$ cat src/softex_pkg.sv
//////////////////////////////////////////////////
// shared constants and vector types for the
// softmax row accumulator
//////////////////////////////////////////////////

package softex_pkg;

    // rows processed side by side
    localparam int unsigned NUM_ROWS        = 4;

    // bfloat16 layout
    localparam int unsigned BF16_WIDTH      = 16;
    localparam int unsigned BF16_MAN_BITS   = 7;
    localparam int unsigned BF16_EXP_BITS   = 8;
    localparam int unsigned BF16_BIAS       = 127;

    // fixed point sum, bit 23 weighs one
    localparam int unsigned ACC_WIDTH       = 24;

    // leading-zero count over ACC_WIDTH
    localparam int unsigned LZ_WIDTH        = 5;

    // one bfloat16 value: sign, exponent, mantissa
    typedef logic [BF16_WIDTH-1:0]  bf16_t;

    // one fixed point row sum
    typedef logic [ACC_WIDTH-1:0]   acc_t;

    // one bit per row
    typedef logic [NUM_ROWS-1:0]    row_strb_t;

    typedef logic [LZ_WIDTH-1:0]    lz_t;

endpackage

$ cat src/softex_stream_ifs.sv
//////////////////////////////////////////////////
// internal valid/ready links: products and sums
//////////////////////////////////////////////////

`timescale 1ns/1ps

// multiplier to accumulator
interface softex_prod_if;
    import softex_pkg::*;

    logic                   valid;
    logic                   ready;
    bf16_t [NUM_ROWS-1:0]   prod;
    row_strb_t              strb;
    logic                   last;       // closes the group
    row_strb_t              positive;

    modport sender   (output valid, prod, strb, last, positive, input  ready);
    modport receiver (input  valid, prod, strb, last, positive, output ready);
endinterface

// accumulator holding register to normalizer
interface softex_sum_if;
    import softex_pkg::*;

    logic                   valid;
    logic                   ready;
    acc_t [NUM_ROWS-1:0]    sum;
    row_strb_t              strb;
    row_strb_t              positive;

    modport sender   (output valid, sum, strb, positive, input  ready);
    modport receiver (input  valid, sum, strb, positive, output ready);
endinterface

$ cat src/softex_in_mul.sv
//////////////////////////////////////////////////
// input side: operand/weight join and per-row
// bfloat16 multiply into one register stage
//////////////////////////////////////////////////

`timescale 1ns/1ps

module softex_in_mul (
    input  logic                                        clk_i,
    input  logic                                        rst_i,
    input  logic                                        clear_i,
    input  logic                                        op_valid_i,
    input  logic                                        weight_valid_i,
    input  logic                                        last_weight_i,
    output logic                                        op_ready_o,
    output logic                                        weight_ready_o,
    input  softex_pkg::bf16_t [softex_pkg::NUM_ROWS-1:0] op_i,
    input  softex_pkg::bf16_t                           weight_i,
    input  softex_pkg::row_strb_t                       op_positive_i,
    input  softex_pkg::row_strb_t                       strb_i,
    output logic                                        busy_o,
    softex_prod_if.sender                               prod
);
    import softex_pkg::*;

    logic                   in_free;
    logic                   accept;
    bf16_t [NUM_ROWS-1:0]   prod_d;

    // stage can load when empty or drained this cycle
    assign in_free        = ~prod.valid | prod.ready;
    assign accept         = op_valid_i & weight_valid_i & in_free;

    // each ready waits on the other stream's valid
    assign op_ready_o     = weight_valid_i & in_free;
    assign weight_ready_o = op_valid_i & in_free;

    always_comb begin
        logic [2*BF16_MAN_BITS+1:0] sig_prod;
        logic [BF16_EXP_BITS+1:0]   exp_sum;
        logic [BF16_MAN_BITS-1:0]   man;
        logic                       guard;
        logic                       sticky;
        logic                       rnd;

        for (int r = 0; r < NUM_ROWS; r++) begin
            sig_prod = {1'b1, weight_i[BF16_MAN_BITS-1:0]} * {1'b1, op_i[r][BF16_MAN_BITS-1:0]};
            exp_sum  = {2'b00, weight_i[BF16_WIDTH-2 -: BF16_EXP_BITS]}
                     + {2'b00, op_i[r][BF16_WIDTH-2 -: BF16_EXP_BITS]}
                     - (BF16_EXP_BITS+2)'(BF16_BIAS);

            if (sig_prod[2*BF16_MAN_BITS+1]) begin    // product in [2,4)
                man     = sig_prod[2*BF16_MAN_BITS -: BF16_MAN_BITS];
                guard   = sig_prod[BF16_MAN_BITS];
                sticky  = |sig_prod[BF16_MAN_BITS-1:0];
                exp_sum = exp_sum + 1'b1;
            end else begin
                man     = sig_prod[2*BF16_MAN_BITS-1 -: BF16_MAN_BITS];
                guard   = sig_prod[BF16_MAN_BITS-1];
                sticky  = |sig_prod[BF16_MAN_BITS-2:0];
            end

            // nearest even, carry may reach the exponent
            rnd       = guard & (sticky | man[0]);
            prod_d[r] = {weight_i[BF16_WIDTH-1] ^ op_i[r][BF16_WIDTH-1],
                         {exp_sum[BF16_EXP_BITS-1:0], man} + (BF16_WIDTH-1)'(rnd)};

            // masked rows and zero inputs
            if (!strb_i[r] || weight_i[BF16_WIDTH-2 -: BF16_EXP_BITS] == '0
                    || op_i[r][BF16_WIDTH-2 -: BF16_EXP_BITS] == '0) begin
                prod_d[r] = '0;
            end
        end
    end

    always_ff @(posedge clk_i) begin
        if (rst_i || clear_i) begin
            prod.valid <= 1'b0;
        end else if (in_free) begin
            prod.valid <= accept;
        end
    end

    always_ff @(posedge clk_i) begin
        if (accept) begin
            prod.prod     <= prod_d;
            prod.strb     <= strb_i;
            prod.last     <= last_weight_i;
            prod.positive <= op_positive_i;
        end
    end

    assign busy_o = prod.valid;

endmodule

$ cat src/softex_row_acc.sv
//////////////////////////////////////////////////
// processing side: bfloat16 to fixed point, row
// accumulators and the completed-sum register
//////////////////////////////////////////////////

`timescale 1ns/1ps

module softex_row_acc (
    input  logic            clk_i,
    input  logic            rst_i,
    input  logic            clear_i,
    output logic            busy_o,
    softex_prod_if.receiver prod,
    softex_sum_if.sender    sum
);
    import softex_pkg::*;

    acc_t [NUM_ROWS-1:0]    acc_q;
    acc_t [NUM_ROWS-1:0]    acc_d;
    logic                   take;

    // products are assumed positive and below one
    always_comb begin
        logic [ACC_WIDTH:0]         pre_shift;
        logic [ACC_WIDTH:0]         fix_shift;
        logic [BF16_EXP_BITS-1:0]   shamt;
        acc_t                       fix;

        for (int r = 0; r < NUM_ROWS; r++) begin
            shamt     = BF16_EXP_BITS'(BF16_BIAS) - prod.prod[r][BF16_WIDTH-2 -: BF16_EXP_BITS];
            pre_shift = {1'b1, prod.prod[r][BF16_MAN_BITS-1:0],
                         {(ACC_WIDTH-BF16_MAN_BITS){1'b0}}};
            fix_shift = pre_shift >> shamt;

            // drop the extra bit, round half up
            fix       = fix_shift[ACC_WIDTH:1] + ACC_WIDTH'(fix_shift[0]);
            acc_d[r]  = acc_q[r] + fix;     // wraps mod 2^24
        end
    end

    // a last product needs room in the holding register
    assign prod.ready = ~prod.last | ~sum.valid | sum.ready;
    assign take       = prod.valid & prod.ready;

    always_ff @(posedge clk_i) begin
        if (rst_i || clear_i) begin
            acc_q <= '0;
        end else if (take) begin
            if (prod.last) begin
                acc_q <= '0;            // next group starts clean
            end else begin
                acc_q <= acc_d;
            end
        end
    end

    always_ff @(posedge clk_i) begin
        if (rst_i || clear_i) begin
            sum.valid <= 1'b0;
        end else if (take && prod.last) begin
            sum.valid <= 1'b1;
        end else if (sum.ready) begin
            sum.valid <= 1'b0;
        end
    end

    // completed group
    always_ff @(posedge clk_i) begin
        if (take && prod.last) begin
            sum.sum      <= acc_d;
            sum.strb     <= prod.strb;
            sum.positive <= prod.positive;
        end
    end

    // a group of all-zero addends looks idle
    assign busy_o = sum.valid | (acc_q != '0);

endmodule

$ cat src/softex_fp_norm.sv
//////////////////////////////////////////////////
// output side: complement, leading-zero count,
// bfloat16 rounding and result register
//////////////////////////////////////////////////

`timescale 1ns/1ps

module softex_fp_norm (
    input  logic                                        clk_i,
    input  logic                                        rst_i,
    input  logic                                        clear_i,
    softex_sum_if.receiver                              sum,
    output logic                                        valid_o,
    input  logic                                        ready_i,
    output softex_pkg::bf16_t [softex_pkg::NUM_ROWS-1:0] res_o,
    output softex_pkg::row_strb_t                       strb_o,
    output logic                                        busy_o
);
    import softex_pkg::*;

    acc_t [NUM_ROWS-1:0]    int_res;
    acc_t [NUM_ROWS-1:0]    shifted;
    lz_t  [NUM_ROWS-1:0]    lz;
    bf16_t [NUM_ROWS-1:0]   res_d;

    always_comb begin
        logic [BF16_EXP_BITS-1:0]   exp_v;
        logic [BF16_WIDTH-2:0]      exp_man;

        for (int r = 0; r < NUM_ROWS; r++) begin
            // one minus sum for positive rows
            if (sum.positive[r]) begin
                int_res[r] = (acc_t'(1) << (ACC_WIDTH-1)) - sum.sum[r];
            end else begin
                int_res[r] = sum.sum[r];
            end

            // highest set bit wins
            lz[r] = '0;
            for (int b = 0; b < ACC_WIDTH; b++) begin
                if (int_res[r][b]) begin
                    lz[r] = lz_t'(ACC_WIDTH-1-b);
                end
            end

            shifted[r] = int_res[r] << (lz[r] + 1);     // hidden one out
            exp_v      = BF16_EXP_BITS'(BF16_BIAS - lz[r]);

            // half-up on the next bit
            exp_man    = {exp_v, shifted[r][ACC_WIDTH-1 -: BF16_MAN_BITS]}
                       + (BF16_WIDTH-1)'(shifted[r][ACC_WIDTH-1-BF16_MAN_BITS]);

            if (int_res[r] == '0) begin
                res_d[r] = '0;
            end else begin
                res_d[r] = {1'b0, exp_man};
            end
        end
    end

    assign sum.ready = ~valid_o | ready_i;

    always_ff @(posedge clk_i) begin
        if (rst_i || clear_i) begin
            valid_o <= 1'b0;
        end else if (sum.ready) begin
            valid_o <= sum.valid;
        end
    end

    // held while ready_i is low
    always_ff @(posedge clk_i) begin
        if (sum.valid && sum.ready) begin
            res_o  <= res_d;
            strb_o <= sum.strb;
        end
    end

    assign busy_o = valid_o;

endmodule

$ cat src/softex_row_acc_top.sv
//////////////////////////////////////////////////
// row accumulator top: multiply, accumulate and
// normalize stages
//////////////////////////////////////////////////

`timescale 1ns/1ps

module softex_row_acc_top (
    input  logic                                        clk_i,
    input  logic                                        rst_i,
    input  logic                                        clear_i,
    input  logic                                        op_valid_i,
    input  logic                                        weight_valid_i,
    input  logic                                        last_weight_i,
    input  logic                                        ready_i,
    input  softex_pkg::bf16_t [softex_pkg::NUM_ROWS-1:0] op_i,
    input  softex_pkg::bf16_t                           weight_i,
    input  softex_pkg::row_strb_t                       op_positive_i,
    input  softex_pkg::row_strb_t                       strb_i,
    output logic                                        op_ready_o,
    output logic                                        weight_ready_o,
    output logic                                        valid_o,
    output logic                                        busy_o,
    output softex_pkg::bf16_t [softex_pkg::NUM_ROWS-1:0] res_o,
    output softex_pkg::row_strb_t                       strb_o
);

    logic mul_busy;
    logic acc_busy;
    logic norm_busy;

    softex_prod_if prod_if ();
    softex_sum_if  sum_if ();

    softex_in_mul i_in_mul (
        .clk_i          (clk_i),
        .rst_i          (rst_i),
        .clear_i        (clear_i),
        .op_valid_i     (op_valid_i),
        .weight_valid_i (weight_valid_i),
        .last_weight_i  (last_weight_i),
        .op_ready_o     (op_ready_o),
        .weight_ready_o (weight_ready_o),
        .op_i           (op_i),
        .weight_i       (weight_i),
        .op_positive_i  (op_positive_i),
        .strb_i         (strb_i),
        .busy_o         (mul_busy),
        .prod           (prod_if.sender)
    );

    softex_row_acc i_row_acc (
        .clk_i   (clk_i),
        .rst_i   (rst_i),
        .clear_i (clear_i),
        .busy_o  (acc_busy),
        .prod    (prod_if.receiver),
        .sum     (sum_if.sender)
    );

    softex_fp_norm i_fp_norm (
        .clk_i   (clk_i),
        .rst_i   (rst_i),
        .clear_i (clear_i),
        .sum     (sum_if.receiver),
        .valid_o (valid_o),
        .ready_i (ready_i),
        .res_o   (res_o),
        .strb_o  (strb_o),
        .busy_o  (norm_busy)
    );

    assign busy_o = mul_busy | acc_busy | norm_busy;

endmodule

$ cat config.mk
export PLATFORM = sky130hd
export DESIGN_NAME = softex_row_acc_top
export DESIGN_NICKNAME = d
export VERILOG_FILES = /design/src/softex_pkg.sv /design/src/softex_stream_ifs.sv /design/src/softex_in_mul.sv /design/src/softex_row_acc.sv /design/src/softex_fp_norm.sv /design/src/softex_row_acc_top.sv
export SDC_FILE = /design/constraint.sdc
export NUM_CORES = 2
export LEC_CHECK = 0
export ABC_AREA = 1
export ABC_CLOCK_PERIOD_IN_PS = 23000
export BUFFER_PORTS_ARGS = -buffer_cell sky130_fd_sc_hd__buf_2
export CAP_MARGIN = 25
export CORE_ASPECT_RATIO = 0.8
export CORE_MARGIN = 4
export CORE_UTILIZATION = 35
export CTS_CLUSTER_DIAMETER = 150
export DETAILED_ROUTE_END_ITERATION = 10
export GPL_TIMING_DRIVEN = 0
export SYNTH_ARGS = -nofsm -noshare
export SYNTH_HDL_FRONTEND = slang
export SYNTH_SLANG_ARGS = --single-unit
export TNS_END_PERCENT = 100
$ cat constraint.sdc
create_clock -name clk_i -period 23 [get_ports clk_i]
set_clock_uncertainty 0.1 [all_clocks]
set_input_delay 2.3 -clock clk_i [delete_from_list [all_inputs] [get_ports clk_i]]
set_output_delay 2.3 -clock clk_i [all_outputs]
set_load 0.01 [all_outputs]
# Word-level counts from Yosys, hierarchy flattened
# Cells that the tools add are included.
# classes
addsub,44
multipliers,4
n_shift,8
n_mux,119
n_bitwise,24
reduce_logical,34
# ops
operator,n
5-bit 2-to-1 mux,96
24-bit by 32-bit left shift with 24-bit output,4
15-bit by 1-bit adder with 15-bit output,8
25-bit by 8-bit >> shifter with 25-bit output,4
24-bit by 1-bit adder with 24-bit output,4
24-bit adder,4
24-bit logical NOT,4
24-bit 2-to-1 mux,4
96-bit 2-to-1 mux,1
96-bit nonzero test,1
24-bit subtractor (first input constant),4
8-bit by 8-bit multiplier with 16-bit output,4
8-bit logical NOT,5
8-bit by 1-bit adder with 8-bit output (second input constant),4
8-bit adder,4
8-bit 2-to-1 mux,4
7-bit by 5-bit subtractor with 8-bit output (first input constant),4
7-bit by 8-bit subtractor with 8-bit output (first input constant),4
8-bit by 7-bit subtractor with 8-bit output (second input constant),4
7-bit 2-to-1 mux,4
7-bit OR reduction,4
5-bit by 1-bit adder with 6-bit output (second input constant),4
6-bit OR reduction,4
1-bit bitwise OR,11
other kinds (7),39
# totals
ff_bits,340
out_inout_bits,72
word_cells,262

# Longest topological paths before layout
# depth
depth_word,29
depth_mapped,46
mapped_depth_nobuf,44

# Modules after synthesis
# From an unflattened synthesis, not the netlist that was laid out.
# hier_totals
hier_cells,7107
hier_area_um2,44891.8
# by_module_without_submodules
mod,n_inst,cells_per_inst,area_per_inst_um2
softex_in_mul,1,2548,17036.3
softex_row_acc,1,2511,16148.0
softex_fp_norm,1,2045,11696.2
softex_row_acc_top,1,3,11.3

# Worst setup path after synthesis
# Ideal clock, no wire load.
# synth_timing
kind,input port to flip-flop
start,input weight_i[4]
end,register i_in_mul.prod.prod[60] (data pin)
t_arrival_ns,8.543
required_time_ns,22.632
path_slack_ns,14.089
cell_stages,37
path_cell_list,clkbuf_1 > buf_1 > nand2_1 > fa_1 > inv_1 > fa_1 > fa_1 > fa_1 > ha_1 > inv_1 > nor4_1 > nand2_1 > o311ai_1 > nand2_1 > nand2_1 > a21oi_1 > or2_1 > nand2_1 > a21oi_1 > or2_1 > nand2_2 > inv_1 > buf_2 > o21ai_0 > o32a_1 > ha_1 > ha_1 > and2_1 > nand2_1 > nor2_1 > nand2_1 > nor2_1 > nand2_1 > nor3_1 > nand2_1 > o21ai_1 > a21oi_1
# synth_between
elab_chain_cells,6
word_cells_on_any_way,10
classes_between,add/sub (1); mul (1); mux (4); bitwise (2); reduce/logical (2)
# synth_rtl
item,line_no,source
"start, declared",softex_row_acc_top.sv:17,"input softex_pkg::bf16_t weight_i,"
8-bit by 8-bit multiplier with 16-bit output (*),softex_in_mul.sv:47,"sig_prod = {1'b1, weight_i[BF16_MAN_BITS-1:0]} * {1'b1, op_i[r][BF16_MAN_BITS-1:0]};"
7-bit OR reduction / 6-bit OR reduction (equally long branches),"softex_in_mul.sv:55, softex_in_mul.sv:60",
1-bit 2-to-1 mux,softex_in_mul.sv:52,if (sig_prod[2*BF16_MAN_BITS+1]) begin
1-bit bitwise OR,softex_in_mul.sv:64,rnd = guard & (sticky | man[0]);
1-bit bitwise AND,softex_in_mul.sv:64,
15-bit by 1-bit adder with 15-bit output (*),softex_in_mul.sv:66,"{exp_sum[BF16_EXP_BITS-1:0], man} + (BF16_WIDTH-1)'(rnd)};"
"end, declared",softex_stream_ifs.sv:18,"modport sender (output valid, prod, strb, last, positive, input ready);"
# Every way passes the cells marked *; elsewhere a longest branch is shown, timed or not.
# A chain may end at the register's enable or synchronous reset.

# Worst setup path after layout
# Same ends and word-level chain as after synthesis.

==> impl_metrics.toml <==
[critical_path]
worstSetupStartpoint = "weight_i[4]"
critPathMaxFanout = 10
critical_path_class = "in -> reg"
cp-start-kind = "primary input"
cp_common_cell = "nand2_1"
cpMaxStageDelayCell = "buf_1"
crit_path_end_kind = "flop"
critPathArrivalTime_ns = 10.11
cp_data_required_time_ns = 23.20
max_stage_delay_ns = 0.60
r2r-start = "i_row_acc.sum.sum[48]"

[floorplan]
die_x_um = 377
start_util = 0.355
die_y_um = 303
num_rows = 107
fp.dieArea_sq_mm = 0.114
design.core.area_sq_mm = 0.107
io_pins = 167

[synth]
ys_types = 79
yosysWarnings = 0
syn-cell-area_sq_mm = 0.0381
async_reset_ff_frac = 0
synth_seq_cells = 336
yosys_most_used_dff = "edfxtp_1"
synthCells = 5367
yosysSeqAreaShare = 0.239
syn_area_per_cell_sq_um = 7.09
synth_edf_count = 237

[global_route]
gr-usage-met2 = 0.272
overflow = 0
grt_pass1_wl_um = 171000
grt_util_met1 = 0.276
grt_pass1_vias = 32600
grt_max_degree = 68
grt_usage = 0.183
antenna_found_initial = 13
top_usage_layer = "met1"
grt_util_met3 = 0.0347

[worst_hold_path]
holdCritPathClass = "reg -> reg"
min_from = "i_in_mul.prod.positive[2]"

[timing]
drv_slew = 0
fmax_mhz = 101
finalHoldViolations = 0
relSlewSlack = 0.334
worstMarginPinSlew_ns = 0.999
period_share = 0.431
tns_ns = 0
setup_viol = 0
rsz0062_at_grt = "false"
layout_min_cycle_time_ns = 9.92

[final_layout]
fillers = 11000
final_area_sq_mm = 0.0421
syn2layout_area_growth_pct = 10.6
fin_nets = 6136
drive_gt1_frac = 0.0928

[clock_network]
htreeDepth = 2
clk_pin_slew_ns = 0.06
cts_tree = "yes"
root_buffer = "clkbuf_16"
clk_latency_ns = 0.59
holdBufCountCts = 0
cts_made_buffers = 40
cts_sinks = 336
cts_setup_buffers = 0
cts_resized = 0
cts_buffer_depth = 3

[routing]
drc = 0
via_per_inst = 4.94
drt-initial-drc-count = 2712
finalWirelength_um = 105000
drt_pass1_iterations = 5
via_count = 34700
wl_per_cell_um = 15.0
ant_nets = 0

[power_and_ir_drop]
power_density_mw_per_mm2 = 60.9
leakagePower_nw = 21.0
ir_drop_mv = 0.0465

[run_status]
status = "complete, no violations"

[placement]
numPortBuffers = 153
dp_hpwl_um = 86700
gp_congestion = 0.922
placed_area_sq_mm = 0.0407

[job]
drv_cap = 0
final timing paths:
| kind | end | slack (ns) | cells after the start |
|---|---|---|---|
| hold / removal | i_row_acc.sum.positive[2] | 0.32 | 0 |
| setup / recovery | i_in_mul.prod.prod[60] | 13.08 | 38 |
| setup reg to reg | i_fp_norm.res_o[40] | 16.92 | 40 |
| hold reg to reg | i_row_acc.sum.positive[2] | 0.32 | 0 |
per-stage QoR:
stage	total power, mW	worst slack (ns)	hold WS (ns)	utilization	instances
finish	2.57	13.08	0.317	0.393	7024
global route	2.82	12.44	0.320	0.393	7018
CTS	2.59	13.12	0.315	0.393	7018
detailed placement	1.91	12.53	0.305	0.380	6944
global placement	1.90	12.66	0.301	0.379	6940
floorplan	1.64	14.09	0.300	-	5370
sequential cells by signal, summed over array words and instances (netlist names):
register,flops
i_row_acc.acc_q,96
i_row_acc.sum.sum,96
i_fp_norm.res_o,60
i_in_mul.prod.prod,60
i_fp_norm.strb_o,4
i_in_mul.prod.positive,4
i_in_mul.prod.strb,4
i_row_acc.sum.positive,4
i_row_acc.sum.strb,4
i_fp_norm.busy_o,1
i_in_mul.busy_o,1
i_in_mul.prod.last,1
i_row_acc.sum.valid,1
critical path, delay by kind of cell:
kind	cells	cell delay, ns
adders and majority gates	7	2.71
and+or+nand+nor	17	2.39
buffers and inverters	7	1.82
AOI/OAI and AO/OA	7	0.90
cells in the final DEF (no fill, tap or decap), types with 12 or more instances in the layout:
| master | instances |
|---|---|
| dfxtp_1 | 99 |
| nand2_1 | 1312 |
| nor2_4 | 15 |
| clkbuf_1 | 72 |
| nor2_2 | 20 |
| nand3b_1 | 12 |
| nand3_2 | 12 |
| buf_1 | 23 |
| a31oi_1 | 17 |
| o21ai_0 | 219 |
| nand2_2 | 37 |
| ha_1 | 316 |
| inv_2 | 49 |
| o31ai_1 | 17 |
| xnor2_1 | 61 |
| nand4_1 | 42 |
| buf_2 | 183 |
| nor4_1 | 46 |
| fa_1 | 156 |
| o21bai_1 | 12 |
| o21ai_1 | 26 |
| nor3_1 | 46 |
| xor2_1 | 181 |
| a21oi_1 | 314 |
| clkbuf_16 | 42 |
| or2_2 | 23 |
| nand3_1 | 499 |
| buf_4 | 15 |
| edfxtp_1 | 237 |
| inv_1 | 840 |
| nor2_1 | 388 |
| o22ai_1 | 33 |
logic make-up (layout without fill, tap and decap cells):
family,count (synthesis),after routing,share of synthesized area
and+or+nand+nor,2527,2527,0.297
buffers and inverters,1053,1284,0.109
AOI/OAI and AO/OA,717,717,0.106
adders and majority gates,472,472,0.186
DFF,336,336,0.239
xor gates and xnor gates,255,255,0.0615
muxes,6,6,0.00158
other,1,10,0.0000985
layout make-up:
| cell class | instances | area (sq um) | area share |
|---|---|---|---|
| Sequential cell | 336 | 9100 | 0.216 |
| Timing Repair Buffer | 157 | 861 | 0.0204 |
| Clock inverter | 30 | 295 | 0.00701 |
| Multi-Input combinational cell | 3981 | 24900 | 0.590 |
| Buffer | 151 | 743 | 0.0176 |
| Clock buffer | 44 | 1080 | 0.0256 |
| Tap cell | 1417 | 1770 | 0.0421 |
| Antenna cell | 6 | 15.0 | 0.000356 |
| Inverter | 902 | 3400 | 0.0807 |
power breakdown:
part	internal [mW]	switching, mW
Combinational	0.446	0.753
Clock	0.379	0.279
Sequential	0.697	0.0136
Total	1.52	1.05
metal layers:
metal | routed length (um) | vias to the layer above
met5 | 76 | -
met4 | 1870 | 12
met3 | 7590 | 113
met2 | 42200 | 891
met1 | 53500 | 15800
li1 | - | 17800
synth_stat cells, drive strengths merged (4+ instances only):
cell,n,area [sq um]
o32a,4,40.0
nand2,1360,5280
mux2i,6,60.1
fa,156,3120
nand3,517,2720
edfxtp,237,7120
nand4,45,318
a211oi,5,37.5
o32ai,9,78.8
and2,9,56.3
or2,39,246
dfxtp,99,1980
xnor2,64,583
nor3b,7,52.6
a32o,4,40.0
ha,316,3950
o211ai,11,82.6
nor3,56,355
o21ai,256,1320
xor2,191,1760
o21bai,12,90.1
nor2,426,1800
o22ai,33,206
buf,79,473
inv,894,3360
o21a,7,53.8
nor4,51,350
clkinv,8,31.3
a21boi,6,45.1
a22oi,5,37.5
a31oi,17,106
o31ai,22,216
a21oi,316,1590
nand3b,13,110
clkbuf,72,270
Note: power is estimated with default switching activity, not from simulation.
